`src/hw/stm_pkg.sv`:
```
package stm_pkg;

  // widths shared by the timer, the tables and the host registers.
  localparam int sys_time_w = 64;
  localparam int freq_div_w = 32;
  localparam int cycle_w = 16;
  localparam int sample_w = 16;

  // one register stage per dividend bit.
  localparam int div_latency = sys_time_w;

  // host register map, selected by reg_addr.
  typedef enum logic [1:0] {
    reg_cycle,
    reg_freq_div,
    reg_segment,
    reg_commit
  } reg_addr_t;

  // the timer waits for a commit, then lets new settings flush through both dividers.
  typedef enum logic {
    st_wait,
    st_load
  } timer_state_t;

endpackage

```
`src/hw/stm_output.sv`:
```
`timescale 1ns/1ps

module stm_output import stm_pkg::*; #(
  parameter int num_segment = 2,
  localparam int seg_w = (num_segment > 1) ? $clog2(num_segment) : 1
) (
  input  logic                CLK,
  input  logic                reset,
  input  logic [seg_w-1:0]    req_segment,
  input  logic                update_done,
  input  logic [sample_w-1:0] rd_data [num_segment],
  output logic [seg_w-1:0]    segment,
  output logic [sample_w-1:0] sample_out
);

  // the segment only changes once the timer reports clean indices for the new settings.
  always_ff @(posedge CLK) begin
    if (reset) begin
      segment <= '0;
    end else if (update_done) begin
      segment <= req_segment;
    end
  end

  // selection uses the registered segment, so the switch lands one edge after it.
  always_ff @(posedge CLK) begin
    if (reset) begin
      sample_out <= '0;
    end else begin
      sample_out <= rd_data[segment];
    end
  end

endmodule

```
`config.mk`:
```
export PLATFORM = sky130hd
export DESIGN_NAME = stm_output
export DESIGN_NICKNAME = d
export VERILOG_FILES = /design/src/hw/stm_pkg.sv /design/src/hw/stm_output.sv
export SDC_FILE = /design/constraint.sdc
export NUM_CORES = 1
export LEC_CHECK = 0
export BUFFER_PORTS_ARGS = -buffer_cell sky130_fd_sc_hd__buf_2
export CAP_MARGIN = 30
export CORE_MARGIN = 2
export CORE_UTILIZATION = 36
export DETAILED_ROUTE_END_ITERATION = 7
export GPL_TIMING_DRIVEN = 1
export PLACE_DENSITY = 0.86
export SLEW_MARGIN = 20
export SYNTH_ARGS = -nofsm -noshare
export SYNTH_HDL_FRONTEND = slang
export SYNTH_SLANG_ARGS = --single-unit
```
`constraint.sdc`:
```
create_clock -name CLK -period 1.5 [get_ports CLK]
set_clock_uncertainty 0.2 [all_clocks]
set_input_delay 0.225 -clock CLK [delete_from_list [all_inputs] [get_ports CLK]]
set_output_delay 0.225 -clock CLK [all_outputs]
set_load 0.005 [all_outputs]
```
==> out/results.txt <==
Clk Latency, worst-skew pair -> 0.28 ns
r2r endpoint -> sample_out[9]
post-synthesis cell count -> 55
# fillers -> 104
Hold Path Sink -> sample_out[2]
critical-path cell list -> buf_4, buf_2
Avg Cell Area, Syn -> 11.2 µm²
Slew @ Worst Pin -> 0.282 ns
Reg power frac -> 51.9%
Port-buffer cells -> 52
most common cell after layout, fill and taps aside -> buf_2
HPWL after DPL -> 1020 µm
Peak Freq -> 726 MHz
CTS tree -> built
Placer Congestion -> 0.620
Adder-Cell Fraction of Synth Area -> 0%
Pre-antenna DRT Iters -> 4
CP max stage delay -> 0.34 ns
CTS buffer count -> 3
post-layout net count -> 180
post-synthesis mux area share -> 27.6%
Synthesized Nets -> 91
complex-gate fraction of the synthesized area -> 0%
delay-heaviest family, CP -> flip-flops
crit path max fanout -> 9
setup violators final -> 0
Worst Setup Slack post-DPL -> 0.379 ns
clock-pin slew on the worst setup and hold paths -> 0.09 ns
GR Util All Layers -> 21.2%
Worst R2R Setup Slack -> 0.36 ns
Yosys warnings -> 0
slowest stage cell, crit path -> dfxtp_1
DRT Wirelength -> 1920 µm
gr ovfl total -> 0
Rows -> 14
Buf/Inv on CP -> 2
Synth Area in Simple Gates -> 10.4%
Reg-to-Reg Start -> segment
die area -> 0.00206 mm²
core area -> 0.00156 mm²
crit path launch type -> flop
initial antenna violation count -> 0
critical path type -> flop to output pin
Cell Area, Synth -> 616 µm²
DIE WIDTH -> 45.4 µm
max-capacitance violation count -> 0
Psw -> 0.215 mW
xor/xnor cell area share of the yosys netlist -> 0%
via count of the first global-routing pass -> 747
setup TNS -> 0 ns
first-pass GRT wire length -> 3000 µm
Arrival @ worst endpoint -> 0.95 ns
P_leak -> 0.616 nW
worst setup margin -> 0.123 ns
worst reg2reg path depth -> 3
Final Cycle Share -> 91.8%
Worst VDD drop -> 468 µV
vias per std cell -> 4.51
Area Growth Syn to Fin -> 101%
Sink Count -> 17
Starting Density -> 39.5%
Worst Path Required -> 1.07 ns
sequential fraction of the synthesis area -> 55.3%
ANT nets after route -> 0
vias -> 717
Root Driver -> clkbuf_4
combinational family with the most area after synthesis -> multiplexers
CTS H-tree lvls -> 1
DRT iter0 DRCs -> 9
Logic pwr share -> 22.9%
pwr/cell area -> 761 mW/mm²
Synth Register Bits -> 17
WL per Instance -> 12.1 µm
min Tclk post-route -> 1.38 ns
Hold Path Depth -> 2
hold path startpoint -> reset
status -> completed
clock group share of total power -> 25.1%
clk buf depth -> 2
Die H -> 45.4 µm
fin. max-slew vios -> 0
largest net degree at the start of global routing -> 18
Slew headroom -> 81.2%
DRC -> 0
most frequent cells in the layout -> buf_2, dlygate4sd3_1, mux2i_1, nor2_1, dfxtp_1
RSZ-0062 raised after global routing -> no
fraction of layout cells with a size suffix above 1 -> 39.9%
ant diodes -> 0
final core utilization -> 79.3%
multi-input logic area -> 234 µm²
switching part of the total power -> 22.9%
worst hold path class -> input port to flop
Top Ports -> 53
internal power -> 0.725 mW
register area -> 340 µm²
crit end category -> output pin
final hold vios -> 0
Synth cell types -> 6
[area by class of cell]
class	instances	share of cell area, %
Clock buffer	4	2.13
Multi-Input combinational cell	34	18.9
Sequential cell	17	27.5
Tap cell	16	1.62
Timing Repair Buffer	88	49.8
[power groups by stage]
stage / Clock [mW] / Sequential, mW / Combinational, mW
2_1_floorplan: 0 / 0.505 / 0.0652
3_3_place_gp: 0 / 0.498 / 0.141
3_5_place_dp: 0 / 0.499 / 0.145
4_1_cts: 0.250 / 0.488 / 0.212
5_1_grt: 0.277 / 0.492 / 0.235
6_report: 0.236 / 0.488 / 0.216
[registers in the layout, summed over array words and instances (netlist names)]
register and flops:
sample_out 16, segment 1
[repair_timing]
item	in CTS	in global routing
buffers inserted	0	0
endpoints found under the setup margin	0	0
endpoints found under the hold margin	17	0
gates resized for setup	0	0
hold buffers	34	0
[worst max-delay path by stage]
stage,start,end,slack [ns],cells past startpoint
finish,segment,segment,0.12,2
global route,segment,segment,0.03,2
CTS,segment,segment,0.10,2
detailed placement,segment,sample_out[15],0.38,3
global placement,segment,sample_out[10],0.42,3
floorplan,segment,sample_out[10],0.35,4
[through the flow]
| step | hold WS (ns) | instance area [µm²] | power (mW) | instances |
|---|---|---|---|---|
| 2_1_floorplan | 0.169 | 616 | 0.570 | 55 |
| 3_3_place_gp | 0.254 | 870 | 0.638 | 121 |
| 3_5_place_dp | 0.261 | 870 | 0.644 | 121 |
| 4_1_cts | 0.0767 | 1240 | 0.950 | 159 |
| 5_1_grt | 0.0845 | 1240 | 1.00 | 159 |
| 6_report | 0.0869 | 1240 | 0.940 | 159 |
[cells in the mapped netlist]
cell type / count / area, µm²
buf_2: 2 / 10.0
dfxtp_1: 17 / 340
mux2i_1: 17 / 170
buf_6: 1 / 11.3
buf_12: 1 / 20.0
nor2_1: 17 / 63.8
[kinds of logic after synthesis]
kind of cell           count (synthesis)
buffers and inverters                  4
muxes                                 17
DFF                                   17
and+or+nand+nor                       17
[layer usage]
metal	track usage [%]	vias to the layer above	wire, µm
met5	0	-	0
met4	12.4	0	30
met3	7.60	4	263
met2	37.7	53	895
met1	20.8	305	734
li1	-	355	-
No activity file was read; power rests on OpenSTA's default activity.
