==> config.mk <==
export PLATFORM = sky130hd
export DESIGN_NAME = stm_settings
export DESIGN_NICKNAME = d
export VERILOG_FILES = /design/src/hw/stm_pkg.sv /design/src/hw/stm_settings.sv
export SDC_FILE = /design/constraint.sdc
export NUM_CORES = 1
export LEC_CHECK = 0
export BUFFER_PORTS_ARGS = -buffer_cell sky130_fd_sc_hd__buf_2
export CORE_MARGIN = 2
export CORE_UTILIZATION = 35
export DETAILED_ROUTE_END_ITERATION = 12
export PLACE_DENSITY = 0.59
export SYNTH_ARGS = -nofsm -noshare
export SYNTH_HDL_FRONTEND = slang
export SYNTH_SLANG_ARGS = --single-unit
==> constraint.sdc <==
create_clock -name CLK -period 1.82 [get_ports CLK]
set_clock_uncertainty 0.2 [all_clocks]
set_input_delay 0.364 -clock CLK [delete_from_list [all_inputs] [get_ports CLK]]
set_output_delay 0.364 -clock CLK [all_outputs]
set_load 0.005 [all_outputs]
==> src/hw/stm_pkg.sv <==
package stm_pkg;

  // widths shared by the timer, the tables and the host registers.
  localparam int sys_time_w = 64;
  localparam int freq_div_w = 32;
  localparam int cycle_w = 16;
  localparam int sample_w = 16;

  // one register stage per dividend bit.
  localparam int div_latency = sys_time_w;

  // host register map, selected by reg_addr.
  typedef enum logic [1:0] {
    reg_cycle,
    reg_freq_div,
    reg_segment,
    reg_commit
  } reg_addr_t;

  // the timer waits for a commit, then lets new settings flush through both dividers.
  typedef enum logic {
    st_wait,
    st_load
  } timer_state_t;

endpackage

==> src/hw/stm_settings.sv <==
`timescale 1ns/1ps

module stm_settings import stm_pkg::*; #(
  parameter int num_segment = 2,
  localparam int seg_w = (num_segment > 1) ? $clog2(num_segment) : 1
) (
  input  logic                  CLK,
  input  logic                  reset,
  input  logic                  reg_we,
  input  reg_addr_t             reg_addr,
  input  logic [seg_w-1:0]      reg_seg,
  input  logic [31:0]           reg_data,
  input  logic                  update_done,
  output logic [cycle_w-1:0]    cycle [num_segment],
  output logic [freq_div_w-1:0] freq_div [num_segment],
  output logic [seg_w-1:0]      req_segment,
  output logic                  update_in,
  output logic                  busy
);

  logic commit;
  logic busy_q;
  logic seg_ok;

  assign commit = reg_we && (reg_addr == reg_commit);
  assign seg_ok = int'(reg_seg) < num_segment;

  // busy drops in the same cycle as update_done, so a commit there is taken.
  assign busy = busy_q && !update_done;

  always_ff @(posedge CLK) begin
    if (reset) begin
      for (int i = 0; i < num_segment; i++) begin
        cycle[i] <= '0;
        freq_div[i] <= freq_div_w'(1);
      end
      req_segment <= '0;
    end else if (reg_we) begin
      case (reg_addr)
        reg_cycle: if (seg_ok) cycle[reg_seg] <= reg_data[cycle_w-1:0];
        reg_freq_div: if (seg_ok) freq_div[reg_seg] <= reg_data[freq_div_w-1:0];
        reg_segment: if (reg_data < num_segment) req_segment <= reg_data[seg_w-1:0];
        default: ;
      endcase
    end
  end

  always_ff @(posedge CLK) begin
    if (reset) begin
      update_in <= 1'b0;
      busy_q <= 1'b0;
    end else begin
      update_in <= commit && !busy;
      if (commit && !busy) begin
        busy_q <= 1'b1;
      end else if (update_done) begin
        busy_q <= 1'b0;
      end
    end
  end

  a_freq_div_nonzero: assert property (@(posedge CLK) disable iff (reset)
    (reg_we && reg_addr == reg_freq_div) |-> reg_data[freq_div_w-1:0] != '0)
    else $error("stm_settings: freq_div written with zero");

endmodule

==> flow_metrics.py, run 1 <==
metrics = {
    "clock_tree": {
        "postCtsSetupBuffers": 0,
        "clk_pin_slew_ns": 0.09,
        "htreeDepth": 3,
        "worstSkewPairLatency_ns": 0.36,
        "cts_buffers": 9,
        "clock_sinks": 99,
        "cts_root_buffer": "clkbuf_8",
        "cts_tree": "yes",
        "cts.path.max_buffers": 2,
        "ctsResizeCount": 0,
        "holdBufCountCts": 0,
    },
    "floorplan": {
        "rows": 37,
        "dieArea_um2": 11190,
        "die_x_um": 105.8,
        "boundaryPins": 138,
        "coreArea_um2": 10180,
        "fp.dieH_um": 105.8,
        "initial_core_util_pct": 35.60,
    },
    "finish": {
        "n_antenna_cell": 0,
        "nets": 628,
        "stdcell_area_um2": 4722,
        "drive_above_1_share_pct": 31.87,
        "nFillCells": 1090,
        "multi_input_area_um2": 1451,
        "ff_latch_area_um2": 1982,
        "synthToLayoutAreaGrowth_pct": 30.23,
    },
    "routing": {
        "drc": 0,
        "wirelength_mm": 10.88,
        "via_per_inst": 4.774,
        "drt-pass1-iter-count": 5,
        "wl_per_cell_um": 14.92,
        "vias": 3480,
        "postRouteAntennaNets": 0,
        "drt_iter0_drc": 150,
    },
    "pwr": {
        "p_switching_w": 0.0009599,
        "p_sw_share_pct": 23.39,
        "pwr-share-seq_pct": 54.4,
        "combPwrFrac_pct": 7.9,
        "p_leak_nw": 2.014,
        "p_int_w": 0.003144,
        "clockPowerShare_pct": 37.7,
        "finalPower_w": 0.004104,
        "peakVddDrop_v": 0.0003121,
        "power_density_nw_per_um2": 869.2,
    },
    "critical_path": {
        "arrival_ns": 1.02,
        "cp_max_fo": 3,
        "critPathKind": "reg2out",
        "worstPathRequired_ns": 1.26,
        "critPathLaunchType": "flip-flop",
        "setup.worst_path.end_class": "output port",
    },
    "synthesis": {
        "synthCells": 448,
        "ys_seq_elements": 99,
        "yosysSeqAreaShare_pct": 54.66,
        "synth.cell_area_um2": 3626,
        "synth_cell_types": 23,
        "synth_nets": 487,
        "synth_warnings": 0,
        "syn_area_per_cell_um2": 8.094,
    },
    "global_routing": {
        "grt_max_degree": 42,
        "first_global_vias": 3361,
        "grt_pass1_wl_mm": 16.95,
        "antenna_found_initial": 0,
        "overflow": 0,
        "grt_usage_pct": 19.27,
    },
    "timing": {
        "tightest_slew_ns": 0.4153,
        "rsz0062_at_grt": "false",
        "min_period_ns": 1.587,
        "max-slew-margin-rel_pct": 72.05,
        "max_freq_mhz": 630.1,
        "hold_viol": 0,
        "setup_viol": 0,
        "slew_viol_final": 0,
        "finalCritPeriodShare_pct": 87.20,
    },
    "placed_design": {
        "port_buffers": 137,
        "gp_congestion": 0.8427,
        "hpwlAfterDp_mm": 7.786,
        "dpl_cell_area_um2": 4506,
    },
    "run_status": {
        "status": "completed",
    },
    "min_path": {
        "hold_path.class": "in2reg",
    },
    "run": {
        "cap_viol_max_count": 0,
    },
}
registers in the layout, indices dropped and copies added (netlist names):
register     count
update_in        1
freq_div        64
cycle           32
req_segment      1
busy_q           1
stage by stage:
stage | setup TNS (ns) | cells | utilization, % | setup slack [ns] | hold slack [ns]
finish | 0 | 729 | 46.36 | 0.2329 | 0.05749
global route | 0 | 729 | 46.36 | 0.1418 | 0.05099
CTS | 0 | 729 | 46.36 | 0.2118 | 0.03590
detailed placement | -0.1095 | 714 | 44.24 | -0.1095 | 0.2433
global placement | -0.07279 | 714 | 44.24 | -0.07279 | 0.2398
floorplan | 0 | 448 | - | 0.3685 | 0.2527
metal layers:
layer  up-vias  track usage [%]  wire, um
li1       1728                -         -
met1      1629            24.86      4899
met2       102            30.41      5161
met3        21            2.907       491
met4         0            11.56       323
met5         -                0         0
logic make-up after synthesis:
| family | after synthesis | share of synthesized area (%) |
|---|---|---|
| simple gates | 223 | 25.64 |
| flops | 99 | 54.66 |
| compound gates | 94 | 14.11 |
| buf+inv | 31 | 5.314 |
| mux | 1 | 0.2761 |
critical path, stage by stage, from the launching register on:
cell and delay, ns:
dfxtp_1 0.31, nor2b_1 0.20, buf_2 0.15
power groups by stage:
| stage | registers, W | clock network, W | logic, W |
|---|---|---|---|
| after floorplan | 0.00229 | 0 | 0.000137 |
| after global placement | 0.00228 | 0 | 0.000319 |
| after detailed placement | 0.00228 | 0 | 0.000324 |
| after CTS | 0.00223 | 0.00159 | 0.000325 |
| after global routing | 0.00224 | 0.00165 | 0.000357 |
| final | 0.00223 | 0.00155 | 0.000323 |
synth_stat cells, drive strengths merged:
cell type  number  area, um2
or2             1      6.260
nand3           3      15.01
mux2i           1      10.01
nor3b           1      18.77
clkbuf         10      37.54
and2            2      12.51
nand3b          3      35.03
nor2b           2      12.51
nand2         194      728.2
dfxtp          99       1982
nand2b          3      18.77
nand4           1      6.260
buf            20      151.4
a21oi          94      511.7
nor4            8      50.05
nor2            3      16.26
nor3            2      10.01
inv             1      3.750
placed cells by master (no fill, tap or decap), drive strengths merged:
cell | Yosys | final
a21oi | 94 | 94
and2 | 2 | 2
buf | 20 | 160
bufinv | 0 | 2
clkbuf | 10 | 11
clkinvlp | 0 | 2
dfxtp | 99 | 99
inv | 1 | 1
mux2i | 1 | 1
nand2 | 194 | 194
nand2b | 3 | 3
nand3 | 3 | 3
nand3b | 3 | 3
nand4 | 1 | 1
nor2 | 3 | 3
nor2b | 2 | 2
nor3 | 2 | 2
nor3b | 1 | 1
nor4 | 8 | 8
or2 | 1 | 1
layout make-up:
cell class / count / share of cell area [%]
repair buffers: 160 / 19.02
flip-flops and latches: 99 / 41.97
inverters: 1 / 0.07949
multi-input cells: 318 / 30.74
well taps: 136 / 3.604
clock inverters: 4 / 1.590
clock buffers: 11 / 2.994
path summary, 6_finish.rpt:
path         cells past startpoint                         to                     start  slack (ns)
max reg2reg                      3        busy_q$_SDFFE_PP0P_       busy_q$_SDFFE_PP0P_        0.91
min reg2reg                      2   freq_div[2]$_SDFFE_PP0P_  freq_div[2]$_SDFFE_PP0P_        0.25
max                              2                       busy       busy_q$_SDFFE_PP0P_        0.23
min                              3  freq_div[29]$_SDFFE_PP0P_              reg_data[29]        0.06
No activity file was read; power rests on OpenSTA's default activity.
==> run 2, diff against run 1 <==
--- a/config.mk
+++ b/config.mk
@@ -5,11 +5,13 @@
 export SDC_FILE = /design/constraint.sdc
 export NUM_CORES = 1
 export LEC_CHECK = 0
+export ABC_AREA = 0
 export BUFFER_PORTS_ARGS = -buffer_cell sky130_fd_sc_hd__buf_2
 export CORE_MARGIN = 2
 export CORE_UTILIZATION = 35
 export DETAILED_ROUTE_END_ITERATION = 12
 export PLACE_DENSITY = 0.59
+export RECOVER_POWER = 25
 export SYNTH_ARGS = -nofsm -noshare
 export SYNTH_HDL_FRONTEND = slang
 export SYNTH_SLANG_ARGS = --single-unit
==> flow_metrics.py, run 2 (synthesized netlist as in run 1, its figures left out) <==
metrics = {
    "run_status": {
        "status": "completed",
    },
    "critical_path": {
        "setup.worst_path.end_class": "output port",
        "cp_max_fo": 3,
        "worstRegToRegCells": 3,
        "worstSetupEndpoint": "busy",
        "arrival_ns": 1.02,
        "critPathLaunchType": "flip-flop",
        "worstReg2RegStart": "busy_q$_SDFFE_PP0P_",
        "rrSetupSlack_ns": 0.91,
        "critPathKind": "reg2out",
        "cp-startpoint": "busy_q$_SDFFE_PP0P_",
        "worstPathRequired_ns": 1.26,
        "critical_path.reg2reg.endpoint": "busy_q$_SDFFE_PP0P_",
    },
    "pwr": {
        "power_density_nw_per_um2": 877.9,
        "peakVddDrop_v": 0.0003154,
        "p_int_w": 0.003137,
        "clockPowerShare_pct": 37.8,
        "p_leak_nw": 1.979,
        "pwr-share-seq_pct": 54.5,
        "combPwrFrac_pct": 7.6,
        "p_switching_w": 0.0009577,
        "p_sw_share_pct": 23.39,
    },
    "finish": {
        "fin_util_pct": 45.80,
        "top_register": "freq_div",
        "reg_top3": "freq_div (64), cycle (32)",
        "final_cell_mix": "nand2_1, buf_2, dfxtp_1, a21oi_1, buf_4",
        "n_antenna_cell": 0,
        "stdcell_area_um2": 4664,
        "nets": 628,
        "fin_cells": 729,
        "drive_above_1_share_pct": 31.03,
        "synthToLayoutAreaGrowth_pct": 28.64,
        "largest_reg_flops": 64,
        "layout_commonest_cell": "nand2_1",
    },
    "clock_tree": {
        "htreeDepth": 3,
        "cts_root_buffer": "clkbuf_8",
        "clock_sinks": 99,
        "cts_buffers": 9,
        "ctsResizeCount": 0,
        "postCtsSetupBuffers": 0,
        "cts_tree": "yes",
        "worstSkewPairLatency_ns": 0.36,
        "clk_pin_slew_ns": 0.09,
        "holdBufCountCts": 0,
        "cts.path.max_buffers": 2,
    },
    "placed_design": {
        "gp_congestion": 0.8427,
        "dp_cells": 714,
        "port_buffers": 137,
        "dp_slack_ns": -0.1095,
        "dpl_cell_area_um2": 4506,
        "hpwlAfterDp_mm": 7.786,
    },
    "routing": {
        "drt_iter0_drc": 155,
        "wl_per_cell_um": 14.91,
        "wirelength_mm": 10.87,
        "vias": 3484,
        "postRouteAntennaNets": 0,
        "drt-pass1-iter-count": 4,
        "drc": 0,
        "via_per_inst": 4.779,
    },
    "timing": {
        "setup_viol": 0,
        "max-slew-margin-rel_pct": 64.49,
        "rsz0062_at_grt": "false",
        "tightest_slew_ns": 0.5326,
        "hold_viol": 0,
        "slew_viol_final": 0,
        "max_freq_mhz": 631.1,
        "min_period_ns": 1.584,
        "setup_ws_ns": 0.2355,
        "finalCritPeriodShare_pct": 87.06,
    },
    "min_path": {
        "hold_path.class": "in2reg",
    },
    "floorplan": {
        "rows": 37,
        "initial_core_util_pct": 35.60,
        "coreArea_um2": 10180,
        "boundaryPins": 138,
        "dieArea_um2": 11190,
        "fp.dieH_um": 105.8,
        "die_x_um": 105.8,
    },
    "global_routing": {
        "grt_max_degree": 42,
        "first_global_vias": 3361,
        "grt_usage_pct": 19.27,
        "overflow": 0,
        "antenna_found_initial": 0,
        "grt_pass1_wl_mm": 16.95,
    },
    "run": {
        "cap_viol_max_count": 0,
    },
}
run 2: worst min-delay path by stage:
| stage | endpoint | cells past startpoint | startpoint | slack [ns] |
|---|---|---|---|---|
| after floorplan | cycle[11]$_SDFFE_PP0P_ | 2 | cycle[11]$_SDFFE_PP0P_ | 0.25 |
| after global placement | freq_div[17]$_SDFFE_PP0P_ | 2 | freq_div[17]$_SDFFE_PP0P_ | 0.24 |
| after detailed placement | freq_div[2]$_SDFFE_PP0P_ | 2 | freq_div[2]$_SDFFE_PP0P_ | 0.24 |
| after CTS | freq_div[31]$_SDFFE_PP0P_ | 3 | reg_data[31] | 0.04 |
| after global routing | freq_div[18]$_SDFFE_PP0P_ | 3 | reg_data[18] | 0.05 |
| final | freq_div[24]$_SDFFE_PP0P_ | 3 | reg_data[24] | 0.06 |
run 2: power by group through the flow:
stage               clock, W  combinational [W]  sequential, W
global placement           0           0.000319        0.00228
floorplan                  0           0.000137        0.00229
finish               0.00155           0.000312        0.00223
detailed placement         0           0.000324        0.00228
CTS                  0.00159           0.000325        0.00223
global route         0.00165           0.000346        0.00224
run 2: layout make-up:
class                           count  area (um2)
Clock buffer                       11       141.4
Tap cell                          136       170.2
Clock inverter                      4       75.07
Fill cell                        1098        5520
Timing Repair Buffer              160       864.6
Inverter                            1       3.754
Sequential cell                    99        1982
Multi-Input combinational cell    318        1428
run 2: metal layers:
| metal | part of all wire (%) | GRT usage (%) |
|---|---|---|
| met5 | 0 | 0 |
| met1 | 45 | 24.86 |
| met3 | 4.9 | 2.907 |
| met4 | 3.0 | 11.56 |
| met2 | 48 | 30.41 |
run 2: worst max-delay path, stage by stage (launching register included):
cell and delay [ns]:
dfxtp_1 0.31, nor2b_1 0.20, buf_2 0.15
run 2: metrics by stage:
stage | hold slack [ns] | setup TNS, ns | power [W]
5_1_grt | 0.05099 | 0 | 0.004239
6_report | 0.05723 | 0 | 0.004095
2_1_floorplan | 0.2527 | 0 | 0.002425
3_3_place_gp | 0.2398 | -0.07279 | 0.002602
4_1_cts | 0.03590 | 0 | 0.004149
3_5_place_dp | 0.2433 | -0.1095 | 0.002608
==> run 3, diff against run 2 <==
--- a/config.mk
+++ b/config.mk
@@ -12,6 +12,7 @@
 export DETAILED_ROUTE_END_ITERATION = 12
 export PLACE_DENSITY = 0.59
 export RECOVER_POWER = 25
+export SETUP_SLACK_MARGIN = 0.4
 export SYNTH_ARGS = -nofsm -noshare
 export SYNTH_HDL_FRONTEND = slang
 export SYNTH_SLANG_ARGS = --single-unit
==> flow_metrics.py, run 3 (synthesized netlist as in run 1, its figures left out) <==
metrics = {
    "critical_path": {
        "worstSetupEndpoint": "freq_div[61]$_SDFFE_PP0P_",
        "cp_slowest_stage_delay_ns": 0.45,
        "critical_path.reg2reg.endpoint": "busy_q$_SDFFE_PP0P_",
        "path_depth": 6,
        "path_cells": "buf_2, nand3b_1, nand2b_1, clkbuf_1, nand2_1, a21oi_1",
        "worstRegToRegCells": 5,
        "critical_path.top_delay_family": "buffers and inverters",
        "crit_path_top_delay_cell": "clkbuf_1",
        "worstReg2RegStart": "busy_q$_SDFFE_PP0P_",
        "arrival_ns": 1.57,
        "cp_max_fo": 11,
        "critPathBufInv": 2,
        "rrSetupSlack_ns": 0.73,
        "worstPathRequired_ns": 1.90,
        "setup.worst_path.end_class": "flip-flop",
        "critPathLaunchType": "input port",
        "cp-startpoint": "reg_addr[1]",
        "critPathKind": "in2reg",
    },
    "pwr": {
        "p_sw_share_pct": 23.92,
        "p_int_w": 0.003010,
        "p_leak_nw": 2.012,
        "combPwrFrac_pct": 8.2,
        "p_switching_w": 0.0009461,
        "peakVddDrop_v": 0.0003549,
        "pwr-share-seq_pct": 56.6,
        "finalPower_w": 0.003956,
        "clockPowerShare_pct": 35.3,
        "power_density_nw_per_um2": 828.9,
    },
    "run_status": {
        "status": "completed",
    },
    "placed_design": {
        "port_buffers": 137,
        "gp_congestion": 0.7917,
        "dp_cells": 713,
        "dp_slack_ns": -0.09785,
        "hpwlAfterDp_mm": 7.718,
        "dpl_cell_area_um2": 4523,
    },
    "routing": {
        "drc": 0,
        "drt_iter0_drc": 199,
        "postRouteAntennaNets": 0,
        "vias": 3412,
        "drt-pass1-iter-count": 4,
        "via_per_inst": 4.674,
        "wirelength_mm": 10.74,
        "wl_per_cell_um": 14.72,
    },
    "timing": {
        "finalCritPeriodShare_pct": 81.93,
        "max_freq_mhz": 670.6,
        "setup_ws_ns": 0.3288,
        "hold_viol": 0,
        "slew_viol_final": 0,
        "setup_viol": 0,
        "rsz0062_at_grt": "true",
        "max-slew-margin-rel_pct": 61.82,
        "min_period_ns": 1.491,
        "tns_ns": 0,
        "tightest_slew_ns": 0.5727,
    },
    "floorplan": {
        "rows": 37,
        "fp.dieH_um": 105.8,
        "initial_core_util_pct": 35.60,
        "boundaryPins": 138,
        "coreArea_um2": 10180,
        "dieArea_um2": 11190,
        "die_x_um": 105.8,
    },
    "finish": {
        "ff_latch_area_um2": 2041,
        "n_antenna_cell": 0,
        "reg_top3": "freq_div (64), cycle (32)",
        "nets": 629,
        "layout_commonest_cell": "nand2_1",
        "final_cell_mix": "nand2_1, buf_2, a21oi_1, dfxtp_1, dfxtp_2",
        "fin_cells": 730,
        "nFillCells": 1111,
        "drive_above_1_share_pct": 39.39,
        "top_register": "freq_div",
        "largest_reg_flops": 64,
        "stdcell_area_um2": 4772,
        "synthToLayoutAreaGrowth_pct": 31.61,
        "multi_input_area_um2": 1459,
    },
    "global_routing": {
        "grt_usage_pct": 19.24,
        "grt_pass1_wl_mm": 16.67,
        "antenna_found_initial": 0,
        "overflow": 0,
        "grt_max_degree": 34,
        "first_global_vias": 3190,
    },
    "clock_tree": {
        "worstSkewPairLatency_ns": 0.36,
        "holdBufCountCts": 0,
        "cts_buffers": 9,
        "cts_tree": "yes",
        "cts_root_buffer": "clkbuf_8",
        "cts.path.max_buffers": 2,
        "clk_pin_slew_ns": 0.09,
        "clock_sinks": 99,
        "htreeDepth": 3,
    },
    "min_path": {
        "hold_path.class": "in2reg",
    },
    "run": {
        "cap_viol_max_count": 0,
    },
}
==> run 3: worst min-delay path by stage <==
stage	slack, ns	to	cells after the start	from
after floorplan	0.25	cycle[11]$_SDFFE_PP0P_	2	cycle[11]$_SDFFE_PP0P_
after global placement	0.24	freq_div[17]$_SDFFE_PP0P_	2	freq_div[17]$_SDFFE_PP0P_
after detailed placement	0.24	cycle[31]$_SDFFE_PP0P_	2	cycle[31]$_SDFFE_PP0P_
after CTS	0.03	freq_div[51]$_SDFFE_PP0P_	3	reg_data[19]
after global routing	0.05	freq_div[26]$_SDFFE_PP0P_	3	reg_data[26]
final	0.04	freq_div[51]$_SDFFE_PP0P_	3	reg_data[19]
==> run 3: worst register-to-register path: cells and delay by family (launching register included) <==
kind	cells	cell delay, ns
and+or+nand+nor	3	0.26
DFF	1	0.31
buffers and inverters	2	0.22
==> run 3: what timing repair did <==
action                                  in CTS  in global routing
setup buffers                                1                  1
gates resized for setup                     10                 46
endpoints found under the setup margin       8                 45
==> run 3: cell type report <==
cell class / instances / area share, %
clock buffers: 11 / 2.963
clock inverters: 4 / 1.075
inverters: 1 / 0.07866
multi-input cells: 318 / 30.57
flip-flops and latches: 99 / 42.76
well taps: 136 / 3.566
repair buffers: 161 / 18.98
==> run 3: per-stage QoR <==
step	util (%)	hold WS [ns]
3_3_place_gp	44.41	0.2398
2_1_floorplan	-	0.2527
3_5_place_dp	44.41	0.2437
6_report	46.86	0.04190
5_1_grt	46.86	0.05109
4_1_cts	46.67	0.03395
==> run 3: power by group through the flow <==
| stage | Clock [W] | Combinational [W] | Sequential [W] |
|---|---|---|---|
| global placement | 0 | 0.000325 | 0.00228 |
| finish | 0.00140 | 0.000322 | 0.00224 |
| global route | 0.00151 | 0.000357 | 0.00224 |
| CTS | 0.00144 | 0.000333 | 0.00223 |
| detailed placement | 0 | 0.000328 | 0.00228 |
| floorplan | 0 | 0.000138 | 0.00229 |
==> run 3: per-layer routing <==
layer | share of wire [%] | wire [um] | vias to the layer above | track usage, %
met5 | 0 | 0 | - | 0
met4 | 2.5 | 266 | 0 | 8.365
met3 | 5.0 | 541 | 19 | 2.721
met2 | 48 | 5139 | 104 | 31.34
met1 | 45 | 4794 | 1559 | 25.42
li1 | - | - | 1730 | -
